File: src/common/wb_mem_macros.svh
`ifndef WB_MEM_MACROS_SVH
`define WB_MEM_MACROS_SVH

// bus widths
`define WB_ADR_W 32
`define WB_DAT_W 32
`define WB_SEL_W 4

// bank A, 8 KiB scratchpad
`define BANK_A_BASE 32'h0000_0000
`define BANK_A_AW   11  // word-address bits

// bank B, 32 KiB scratchpad
`define BANK_B_BASE 32'h0001_0000
`define BANK_B_AW   13  // word-address bits

`endif

File: src/common/wb_mem_pkg.sv
`default_nettype none

`include "wb_mem_macros.svh"

package wb_mem_pkg;

  // byte address as seen on the bus
  typedef logic [`WB_ADR_W-1:0] wb_adr_t;

  typedef logic [`WB_DAT_W-1:0] wb_dat_t;  // one bus word

  // bit k selects data bits 8k+7..8k
  typedef logic [`WB_SEL_W-1:0] wb_sel_t;

  // one mask bit per data bit
  typedef logic [`WB_DAT_W-1:0] wb_mask_t;

endpackage

`default_nettype wire

File: src/wb_mem_router.sv
`default_nettype none

`include "wb_mem_macros.svh"

module wb_mem_router (
  input  logic                clk_i,
  input  logic                rst_n_i,
  input  logic                cyc_i,
  input  logic                stb_i,
  input  wb_mem_pkg::wb_adr_t adr_i,
  input  logic                bank_a_ack_i,
  input  logic                bank_b_ack_i,
  input  wb_mem_pkg::wb_dat_t bank_a_dat_i,
  input  wb_mem_pkg::wb_dat_t bank_b_dat_i,
  output logic                bank_a_stb_o,
  output logic                bank_b_stb_o,
  output logic                ack_o,
  output logic                err_o,
  output wb_mem_pkg::wb_dat_t dat_o
);

  import wb_mem_pkg::*;

  localparam int      ADR_MSB = $bits(wb_adr_t) - 1;
  localparam int      A_LSB   = `BANK_A_AW + 2;  // lowest bit above bank A
  localparam int      B_LSB   = `BANK_B_AW + 2;  // lowest bit above bank B
  localparam wb_adr_t A_BASE  = `BANK_A_BASE;
  localparam wb_adr_t B_BASE  = `BANK_B_BASE;

  logic req;
  logic hit_a;
  logic hit_b;
  logic miss;
  logic err_q;

  assign req   = cyc_i & stb_i;
  assign hit_a = (adr_i[ADR_MSB:A_LSB] == A_BASE[ADR_MSB:A_LSB]);
  assign hit_b = (adr_i[ADR_MSB:B_LSB] == B_BASE[ADR_MSB:B_LSB]);
  assign miss  = req & ~hit_a & ~hit_b;  // hole in the memory map

  assign bank_a_stb_o = req & hit_a;
  assign bank_b_stb_o = req & hit_b;

  // error response, accepted only while not already answering
  always_ff @(posedge clk_i or negedge rst_n_i) begin
    if (!rst_n_i) begin
      err_q <= 1'b0;
    end else begin
      err_q <= miss & ~err_q;
    end
  end

  assign ack_o = bank_a_ack_i | bank_b_ack_i;
  assign err_o = err_q;

  always_comb begin
    if (bank_a_ack_i) begin
      dat_o = bank_a_dat_i;
    end else if (bank_b_ack_i) begin
      dat_o = bank_b_dat_i;
    end else begin
      dat_o = '0;  // idle or error cycle
    end
  end

  // only one access in flight, so one kind of response at a time
  a_resp_excl : assert property (@(posedge clk_i) disable iff (!rst_n_i)
    !(ack_o && err_o))
    else $error("ack_o and err_o asserted in the same cycle");

  // bank windows must not overlap
  a_stb_excl : assert property (@(posedge clk_i) disable iff (!rst_n_i)
    !(bank_a_stb_o && bank_b_stb_o))
    else $error("both bank strobes asserted");

endmodule

`default_nettype wire

File: config.mk
export PLATFORM = sky130hd
export DESIGN_NAME = wb_mem_router
export DESIGN_NICKNAME = d
export VERILOG_FILES = /design/src/common/wb_mem_pkg.sv /design/src/wb_mem_router.sv
export VERILOG_INCLUDE_DIRS = /design/src /design/src/common
export SDC_FILE = /design/constraint.sdc
export NUM_CORES = 1
export LEC_CHECK = 0
export BUFFER_PORTS_ARGS = -buffer_cell sky130_fd_sc_hd__buf_4
export CELL_PAD_IN_SITES_DETAIL_PLACEMENT = 0
export CELL_PAD_IN_SITES_GLOBAL_PLACEMENT = 1
export CORE_ASPECT_RATIO = 0.7
export CORE_MARGIN = 1.5
export CORE_UTILIZATION = 10
export DETAILED_ROUTE_END_ITERATION = 8
export PLACE_DENSITY_LB_ADDON = 0.12
export SYNTH_ARGS = -nofsm -noshare
export SYNTH_HDL_FRONTEND = slang
export SYNTH_SLANG_ARGS = --single-unit
File: constraint.sdc
create_clock -name clk_i -period 1.2 [get_ports clk_i]
set_input_delay 0 -clock clk_i [delete_from_list [all_inputs] [get_ports clk_i]]
set_output_delay 0 -clock clk_i [all_outputs]
set_load 0.01 [all_outputs]
# Word level (Yosys, flattened, before mapping)
# Cells that the tools add are included.
# totals
word_cells,15
out_inout_bits,36
ff_bits,1
# op_classes
bitwise_logic,10
eq_ne,1
mux,2
n_reduce_logical,1
# ops
operator,n
32-bit 2-to-1 mux,2
19-bit logical NOT,1
"17-bit by 2-bit == test with 1-bit output, second input constant",1
1-bit AND,6
1-bit NOT,3
1-bit bitwise OR,1

# Logic depth before layout (Yosys ltp)
# Gate-level depths: netlist of the first run.
# depth
ltp_word,5
depth_mapped,4
ltp_nobuf,3

# Worst setup path after synthesis of the first run
# OpenSTA, ideal clock, no wires.
# synth_timing
kind,input port to output port
from,input adr_i[20]
to,output bank_a_stb_o
stages,3
arrival_ns,0.740
required_ns,1.200
n_path_buf,0
slack_ns,0.460
cell_sequence,nor4_1 > nand4_1 > nor3_1
# synth_between
elab_chain_cells,2
# synth_rtl
element,line_no,source
"start, declared",wb_mem_router.sv:10,"input wb_mem_pkg::wb_adr_t adr_i,"
19-bit logical NOT,wb_mem_router.sv:37,assign hit_a = (adr_i[ADR_MSB:A_LSB] == A_BASE[ADR_MSB:A_LSB]);
1-bit AND,wb_mem_router.sv:41,assign bank_a_stb_o = req & hit_a;
"end, declared",wb_mem_router.sv:15,"output logic bank_a_stb_o,"
# No other way between the ends.

# Worst setup path in the final report of the first run
# layout_timing
from,input adr_i[23]
to,output bank_b_stb_o
# layout_between
elab_chain_cells,2
# layout_rtl
element,line_no,source
17-bit by 2-bit == test with 1-bit output,wb_mem_router.sv:38,assign hit_b = (adr_i[ADR_MSB:B_LSB] == B_BASE[ADR_MSB:B_LSB]);
1-bit AND,wb_mem_router.sv:42,assign bank_b_stb_o = req & hit_b;
"end, declared",wb_mem_router.sv:16,"output logic bank_b_stb_o,"
# No other way between the ends.

==> results of run 1 <==
==> cells in the mapped netlist <==
cell     instances
a22o_1          31
buf_2            4
nand2_1          4
buf_4            3
nor2_1           3
nor4_1           3
nor3_1           2
dfrtp_1          1
inv_1            1
nand4_1          1
nor2b_2          1
nor4_2           1
o21a_1           1
o21ai_0          1
or2_2            1
==> routing by layer <==
| metal | GRT usage | share of wire |
|---|---|---|
| met5 | 0 | 0 |
| met3 | 0.00930 | 0.039 |
| met4 | 0.00952 | 0 |
| met1 | 0.127 | 0.38 |
| met2 | 0.197 | 0.58 |
==> worst min-delay path: stages <==
cell	delay, ns
buf_4	0.09
or2_2	0.09
buf_4	0.10
==> kinds of logic (layout without fill, tap and decap cells) <==
group                  count (synthesis)  in the layout  share of synthesized area
AOI/OAI and AO/OA                     33             33                      0.639
DFF                                    1              1                     0.0563
and+or+nand+nor                       16             16                      0.200
buffers and inverters                  8            129                      0.104
==> per-stage QoR <==
stage	setup slack (ns)	cell area [um^2]	power, mW	utilization	instances
6_report	0.235	1430	0.569	0.333	234
4_1_cts	0.210	1430	0.576	0.333	234
3_3_place_gp	0.208	1420	0.567	0.331	233
5_1_grt	0.117	1430	0.608	0.333	234
3_5_place_dp	0.206	1420	0.572	0.331	233
2_1_floorplan	0.460	444	0.211	-	58
==> power breakdown <==
part	total (mW)	internal [mW]	switching (mW)
Clock	0	0	0
Sequential	0.0370	0.0362	0.000867
Combinational	0.532	0.351	0.181
==> cell type report <==
type / count / area share
inverter: 1 / 0.00262
sequential: 1 / 0.0175
multi-input combinational: 49 / 0.260
tap: 55 / 0.0480
timing repair buffer: 128 / 0.672
==> worst paths after layout <==
path | start | endpoint | slack, ns | depth (start not counted)
max | adr_i[23] | bank_b_stb_o | 0.23 | 5
max in group asynchronous | rst_n_i | err_o | 0.78 | 2
min | bank_b_ack_i | ack_o | 0.28 | 3
min reg2reg | err_o | err_o | 0.52 | 2
max reg2reg | err_o | err_o | 0.55 | 2
min in group asynchronous | rst_n_i | err_o | 0.33 | 2
==> timing repair <==
action / 4_1_cts / 5_1_grt
gates resized for setup: 0 / 0
hold buffers: 1 / 0
endpoints found under the hold margin: 1 / 0
==> cells in the final DEF (no fill, tap or decap) <==
master / count
dfrtp_1: 1
or2_2: 1
nor2b_2: 1
o21a_1: 1
nor2_1: 3
inv_1: 1
nand4_1: 1
nor3_1: 2
dlygate4sd3_1: 1
nand2_1: 4
nor4_1: 3
nor4_2: 1
o21ai_0: 1
buf_4: 127
a22o_1: 31
==> run summary, run 1 <==
The run finished with clean final reports. Across every metal layer, demand over resource in global routing totals 0.102. The count of input and output buffers is roughly 120. The worst voltage drop across the vdd grid came out at about 100 uV.

The post-detailed-route count of antenna-violating nets is 0. The clock latency reported for the late side of the worst-skew pair is 0 ns. The critical path arrival came out at around 0.97 ns. The global-route congestion overflow total came out at 0. The number of storage elements in the synthesis netlist came out at 1. Setup repair after global routing left no endpoint under its margin. The combined area of the multi-input logic cells came out at approximately 370 um^2. The number of nets produced by synthesis came out at 160. The initial antenna violation count is 0. On the critical path, the stage with the largest delay is an instance of nor4_1. The post-layout minimum cycle time came out at roughly 0.97 ns. In this run the cell area of the synthesized design comes to 444 um^2. The final number of hold-violating endpoints came out at 0. In the routed layout, each cell is associated on average with a via count of 4.03. The weighted congestion reported at the end of routability-driven placement came out at just over 0.7. The row count is 20.

Sorting the synthesized cells by area gives the leading types as a22o_1 (61%), dfrtp_1 (5.6%), buf_4 (5.1%), buf_2 (4.5%), nor4_1 (4.2%). The placeable core area came out at approximately 4300 um^2. The sequential area share after synthesis came out at 0.0563.

The cell type with the highest occurrence count on the critical path is buf_4. The number of buffer and inverter stages on the critical path came out at 2. The flip-flop count of the largest register, all copies and words added is 1. The number of global-route vias before repair is 840. The count of distinct cell types in the synthesized netlist came out at 15. The routed length per instance came out at around 12 um.

The data required time of the critical path is 1.20 ns. The post-route clock period utilization is 0.804. Detailed placement ended at an HPWL of approximately 2500 um. The cell count after synthesis came out at 58. The pre-antenna-repair detailed-routing pass consisted of 4 iterations. The final antenna diode count is 0. The largest clock skew in the final design came out at 0 ns.

The wire length reported by the detailed router came out at 2890 um. The global-route wire length before repair came out at ~4000 um. Of all nets on the critical path, the largest fanout is 3. The area share of the largest cell type after synthesis came out at 0.611.

The starting utilization of the core area is 0.103. The worst hold path belongs to the class in -> out. The die is between 80 and 90 um wide.

The analysis attributes to cell leakage a power of 0.781 nW. The number of violations of the max-capacitance limit is 0. The layout has 450 filler cells. The share of cells above drive strength 1 is 0.726. The layout overhead on the synthesized area came out at 223%.

The pin count of the biggest net entering global routing is 23. The startpoint-to-endpoint class of the critical path is in -> out. The number of DRC markers after the initial detailed-route iteration is 25. The nature of the critical path startpoint is an input port. The post-layout net count came out at around 280. The total setup violations reported at the end of the flow came out at 0. The number of slew-limit violations in the final report is 0. In this run the tightest slew margin relative to its limit is 0.847.

The number of buffers inserted by post-CTS setup repair is 0. The Yosys step of the flow raised 0 warnings. The residual DRC count is 0. The total power density per cell area is 397 nW/um^2. Across all hold checks on the routed design, the worst slack comes to around 0.28 ns.

The category of cells accounting for the largest share of critical-path delay is simple AND/OR/NAND/NOR gates. The routed layout has between 900 and 1000 vias. The worst setup path is captured at an output port. The die area is between 4000 and 5000 um^2.

The cell taking the most area after synthesis is a22o_1. The area of all sequential standard cells is 25.0 um^2. On the worst path, the slowest cell contributes a delay of ~0.26 ns. The highest clock frequency the design can meet is around 1000 MHz.

The number of top-level pins is 138. Adding up every negative setup slack in the final design gives 0 ns. The mean cell area of the mapped netlist came out at 7.66 um^2.

The die extent in y came out at about 60 um. For the pin with the worst max-slew slack, the measured transition is 0.228 ns. Walking the worst path, the cells encountered are buf_4 > nor4_1 > nand4_1 > nor3_1 > buf_4.
No activity file was read; power rests on OpenSTA's default activity.
==> run 2: changes to the inputs <==
clock period = 0.9 ns   (was 1.2 ns; I/O delays follow)
==> run 2 against run 1 <==
Effect of this change: the run now ends with setup timing left; register-to-register slack got worse by 0.29 ns; sequential share of layout area decreased by 0.11 points; hold slack improved by 0.014 ns; critical endpoint is now err_o.
==> run summary, run 2 (synthesized netlist as in run 1, its figures left out) <==
The die area is about 4900 um^2. The share of total power dissipated in combinational logic is 0.939. The kind of cell with the highest combined delay along the critical path is simple AND/OR/NAND/NOR gates. The global-route wire length before repair came out at roughly 4700 um. The sequential cells in the finished layout cover a total of around 25 um^2.

The actual slew at the worst max-slew pin is 0.429 ns. The pin count of the biggest net entering global routing is 35. The number of slew-limit violations in the final report was 0. The checks that failed: setup timing. The part of the total power dissipated in the clock network came out at 0. The die is roughly 59 um tall. The width of the die is 82.7 um. The worst setup path is of the in -> reg kind. The worst voltage drop across the vdd grid is 202 uV. The critical path arrival is around 0.87 ns.

The clock input transition at the sequential cells of the worst setup and hold paths came out at 0 ns. The top cell types in the final layout, fill and taps aside, are buf_4 (121), a22o_1 (31), buf_6 (5). The final number of hold-violating endpoints came out at 0.

The largest clock skew in the final design came out at 0 ns. Setup slack on the critical path of the routed design comes to -0.0918 ns. The global-route congestion overflow total is 0.

The first routing iteration left 14 violations. The tightest hold margin is between 0.2 and 0.3 ns. The initial antenna violation count is 0.

The weighted congestion reported at the end of routability-driven placement came out at ~0.70. The wire length reported by the detailed router is between 3000 and 4000 um. For this run, the post-layout net count is roughly 280. The row count is 20. The number of top-level pins is ~140. At the worst endpoint, the required time is between 0.7 and 0.8 ns. STA classifies the critical path startpoint as an input port. Setup violations remaining at the end of the flow were counted as 3. At the later pin of the worst-skew pair, clock insertion delay measures 0 ns. Of the available clock period, the critical path in the final layout requires 1.10. The design internal power came out at 0.540 mW. The highest fanout seen on the critical path came out at 3. The finished layout cell area came out at around 1500 um^2. The highest clock frequency the design can meet came out at just over 1000 MHz. In the final layout, the share of cells above drive strength 1 is 0.756. The placeable core area came out at approximately 4300 um^2.

The number of violations of the max-capacitance limit is 0. The static leakage power came out at between 0.8 and 0.9 nW. The number of buffer and inverter stages on the critical path came out at 1. The post-layout minimum cycle time came out at between 0.9 and 1 ns.

Setup repair after global routing could not meet its margin everywhere. The worst slew slack as a fraction of its limit is 0.713. The cell with the largest stage delay on the worst path is nor4_4. The worst hold path belongs to the class in -> out.

The sequential group share of total power is 0.061. The post-detailed-route count of antenna-violating nets is 0. The combined area of the multi-input logic cells is ~440 um^2. The number of fill cells in the layout came out at around 480. The count of input and output buffers is approximately 120.

The number of global-route vias before repair is just over 900. The starting utilization of the core area is 0.103. The instance area after placement is roughly 1400 um^2.

The layout overhead on the synthesized area came out at 245%. The flow ran to the end, but the final reports show violations. The worst slack at placement is -0.620 ns. The via-per-instance ratio is about 4.2.

The total net switching power came out at 0.271 mW. The detailed-placement wirelength estimate came out at around 2400 um. The fraction of power spent switching nets is 0.334. Traced cell by cell, the critical path runs through buf_4 > nor4_4 > nand4_1 > o21a_1.

After detailed routing, the average wire length per cell comes to between 10 and 15 um. STA classifies the critical path endpoint as a flop. The global-route usage over all layers is 0.123. The total power density per cell area came out at 530 nW/um^2. The repair_antennas step left the layout with diodes totalling 0.

The critical path's largest stage delay came out at around 0.26 ns. The flip-flop count of the largest register, all copies and words added came to 1. The residual DRC count came out at 0.

The vias after detailed routing is just under 1000. The number of detailed-route iterations in the first pass is 2. Leaving out fill and tap cells, the most frequent cell in the layout is buf_4.
[run 2: cell type report]
| class | count | share of cell area |
|---|---|---|
| tap | 55 | 0.0450 |
| inverter | 1 | 0.00245 |
| sequential | 1 | 0.0164 |
| multi-input combinational | 50 | 0.286 |
| timing repair buffer | 128 | 0.650 |
[run 2: power groups by stage]
stage | Clock [mW] | Combinational (mW) | Sequential [mW]
final | 0 | 0.761 | 0.0494
after global routing | 0 | 0.813 | 0.0499
after CTS | 0 | 0.745 | 0.0495
after detailed placement | 0 | 0.710 | 0.0494
after global placement | 0 | 0.701 | 0.0494
after floorplan | 0 | 0.231 | 0.0507
[run 2: stage by stage]
step | utilization | TNS [ns] | instances | power, mW
2_1_floorplan | - | 0 | 58 | 0.282
3_3_place_gp | 0.329 | -17.04 | 232 | 0.751
3_5_place_dp | 0.329 | -18.90 | 232 | 0.759
4_1_cts | 0.346 | -0.168 | 234 | 0.795
5_1_grt | 0.356 | -0.374 | 235 | 0.863
6_report | 0.356 | -0.211 | 235 | 0.811
[run 2: path summary, 6_finish.rpt]
check / from / end / slack, ns / cells past startpoint
max in group asynchronous: rst_n_i / err_o / 0.48 / 2
min reg2reg: err_o / err_o / 0.51 / 2
min in group asynchronous: rst_n_i / err_o / 0.33 / 2
min: bank_b_dat_i[23] / dat_o[23] / 0.29 / 3
max: adr_i[23] / err_o / -0.09 / 4
max reg2reg: err_o / err_o / 0.26 / 2
[run 2: worst reg2reg max path: stages (launching register included)]
cell and delay [ns]:
dfrtp_1 0.35, nor2_1 0.10, o21a_1 0.12
[run 2: layer usage]
metal	up-vias	GRT usage	part of all wire
li1	489	-	-
met1	465	0.151	0.38
met2	26	0.247	0.58
met3	2	0.00620	0.034
met4	0	0.00476	0.0027
met5	-	0	0
[run 2: timing repair]
item,CTS,global route
hold endpoints to repair,1,0
resized for setup,10,4
pin swaps,5,3
buffers inserted,0,1
setup endpoints to repair,34,20
hold buffers,1,0
gates cloned,1,0
==> run 3: changes to the inputs <==
--- a/config.mk
+++ b/config.mk
@@ -8,2 +8,3 @@
 export LEC_CHECK = 0
+export ABC_CLOCK_PERIOD_IN_PS = 900
 export BUFFER_PORTS_ARGS = -buffer_cell sky130_fd_sc_hd__buf_4
@@ -19 +20,2 @@
 export SYNTH_SLANG_ARGS = --single-unit
+export TNS_END_PERCENT = 20
==> constraint.sdc (replaced) <==
create_clock -name clk_i -period 0.9 [get_ports clk_i]
set_input_delay 0.045 -clock clk_i [delete_from_list [all_inputs] [get_ports clk_i]]
set_output_delay 0.045 -clock clk_i [all_outputs]
set_load 0.01 [all_outputs]
==> run 3 against run 2 <==
Effect of this change: the run still ends with setup timing left; utilization increased by 0.17 points; via count decreased by 1.4%; cell area increased by 0.49%; sequential share of layout area about the same; critical path depth increased by 1; hold slack improved by 0.076 ns; setup slack got worse by 0.037 ns; combinational power about the same; maximum frequency decreased by 3.6%; die area unchanged; power increased by 0.31%; critical path type is now in -> out; largest power group unchanged.
==> run summary, run 3 (synthesized netlist as in run 1, its figures left out) <==
The flow ran to the end, but the final reports show violations. The final reports fail on setup timing. Data on the critical path is required at its endpoint by roughly 0.85 ns. The row count came out at 20. The final number of hold-violating endpoints came to 0.

At the worst endpoint, the arrival time is ~1 ns. The highest fanout seen on the critical path came out at 3. The number of DRC markers after the initial detailed-route iteration is 28.

The first global-routing pass estimated ~4400 um of wire. Setup repair after global routing could not meet its margin everywhere. The count of input and output buffers came out at about 120. Routability-driven placement finished with a final weighted congestion of 0.716. The total power density per cell area is about 530 nW/um^2. The static leakage power came out at 0.807 nW.

The setup path with the least slack is of type in -> out. The residual DRC count is 0. For this run, the share of the core covered by cells in the final layout is 0.357. The final total negative setup slack is -0.333 ns. OpenSTA, run right after detailed placement, puts the worst setup slack at -0.683 ns. The width of the die is about 83 um.

The floorplan step defined a die boundary enclosing just under 5000 um^2. The flip-flop count of the largest register, all copies and words added is 1. The number of violations of the max-capacitance limit is 0. The worst voltage drop across the vdd grid came out at between 150 and 200 uV. The global-route usage over all layers came out at 0.117. The number of slew-limit violations in the final report came out at 0.

In the final routed layout, each cell accounts on average for 13.4 um. The area of all sequential standard cells came out at 25.0 um^2. The total power after layout came out at between 0.8 and 0.9 mW.

The post-layout net count is approximately 280. The initial antenna violation count came out at 0. Clock skew on the completed layout was measured at 0 ns. The layout has around 470 filler cells. The total setup violations reported at the end of the flow came out at 18. Walking the worst path, the cells encountered are buf_6 > nor4_4 > nand4_1 > nor3_1 > buf_4. The worst slew slack as a fraction of its limit is 0.722.

Summed over all nets, the half-perimeter wirelength after detailed placement is roughly 2300 um. The post-route clock period utilization is 1.14. The placeable core area is roughly 4300 um^2. The die extent in y came out at 58.8 um. The clock latency reported for the late side of the worst-skew pair is 0 ns.

The vias after detailed routing is roughly 970. The final setup slack of the worst path came out at -0.129 ns. The critical path contains buffers and inverters numbering 2 combined.

For this block, the routed nets add up to roughly 3100 um of wire. The pin count of the biggest net entering global routing came out at 35. In this run the remaining antenna-violating nets after routing total 0.

The repair_antennas step left the layout with diodes totalling 0. The slowest stage of the critical path belongs to the cell nor4_4. The library cell used most frequently in the layout, excluding fill and tap cells, is buf_4.

The highest clock frequency the design can meet came out at 972 MHz. The initial utilization of the core area, before any placement, comes to 0.103. For this design the top-level I/O count stands at 138. The clock input transition at the sequential cells of the worst setup and hold paths came out at 0 ns.

The worst setup path is captured at an output port. The library cells used most frequently in the layout, excluding fill and tap cells, are buf_4 (118), a22o_1 (31), buf_6 (7). The category of cells accounting for the largest share of critical-path delay is simple AND/OR/NAND/NOR gates.

The layout overhead on the synthesized area is 246%. The via-per-instance ratio is approximately 4.1. On the worst path, the slowest cell contributes a delay of roughly 0.27 ns. The share of cells above drive strength 1 is 0.743.

The post-layout minimum cycle time came out at ~1.0 ns. The multi-input combinational cells in the finished layout cover a total of between 400 and 500 um^2. The number of detailed-route iterations in the first pass is 3. The worst setup path is launched from an input port. The global-route congestion overflow total is 0.

The actual slew at the worst max-slew pin is slightly above 0.4 ns. The min-delay analysis places its worst path in the category in -> async. The number of global-route vias before repair came out at around 860.
-- run 3: cell types whose count changed in the layout (fill, tap and decap cells not counted) --
cell | before | now
nor3_2 | 2 | 0
buf_6 | 5 | 7
nor4_4 | 2 | 4
nor3_1 | 0 | 2
buf_4 | 121 | 118
nor4_2 | 2 | 0
-- run 3: final cells by class --
class,count,share of cell area
repair buffers,127,0.647
well taps,55,0.0448
inverters,1,0.00244
multi-input cells,50,0.290
flip-flops and latches,1,0.0163
-- run 3: final timing paths --
kind	startpoint	end	slack (ns)	cells after the start
min in group clk_i	adr_i[16]	err_o	0.37	3
max in group asynchronous	rst_n_i	err_o	0.44	2
worst min register to register	err_o	err_o	0.51	2
worst max-delay path	adr_i[15]	bank_b_stb_o	-0.13	5
worst min-delay path	rst_n_i	err_o	0.37	2
worst max register to register	err_o	err_o	0.26	2
-- run 3: power breakdown --
| group | switching, mW | internal (mW) | total, mW |
|---|---|---|---|
| sequential | 0.00119 | 0.0482 | 0.0494 |
| clock | 0 | 0 | 0 |
| combinational | 0.269 | 0.495 | 0.764 |
| total | 0.270 | 0.543 | 0.813 |
-- run 3: routing by layer --
metal  vias to the layer above  share of wire  track usage
met4                         0          0.011       0.0143
met2                        26           0.58        0.230
li1                        486              -            -
met5                         -              0            0
met3                         4          0.032      0.00310
met1                       452           0.38        0.145
-- run 3: what timing repair did --
item | 4_1_cts | 5_1_grt
pin swaps | 15 | 11
hold buffers | 1 | 0
setup buffers | 1 | 0
cloned | 1 | 0
resized for setup | 10 | 6
endpoints found under the hold margin | 1 | 0
endpoints found under the setup margin | 34 | 18
-- run 3: through the flow --
step	instance area, um^2	hold WS, ns	cells
5_1_grt	1540	0.383	234
2_1_floorplan	444	-0.251	58
6_report	1540	0.368	234
3_5_place_dp	1410	-0.179	231
3_3_place_gp	1410	-0.178	231
4_1_cts	1500	0.375	234
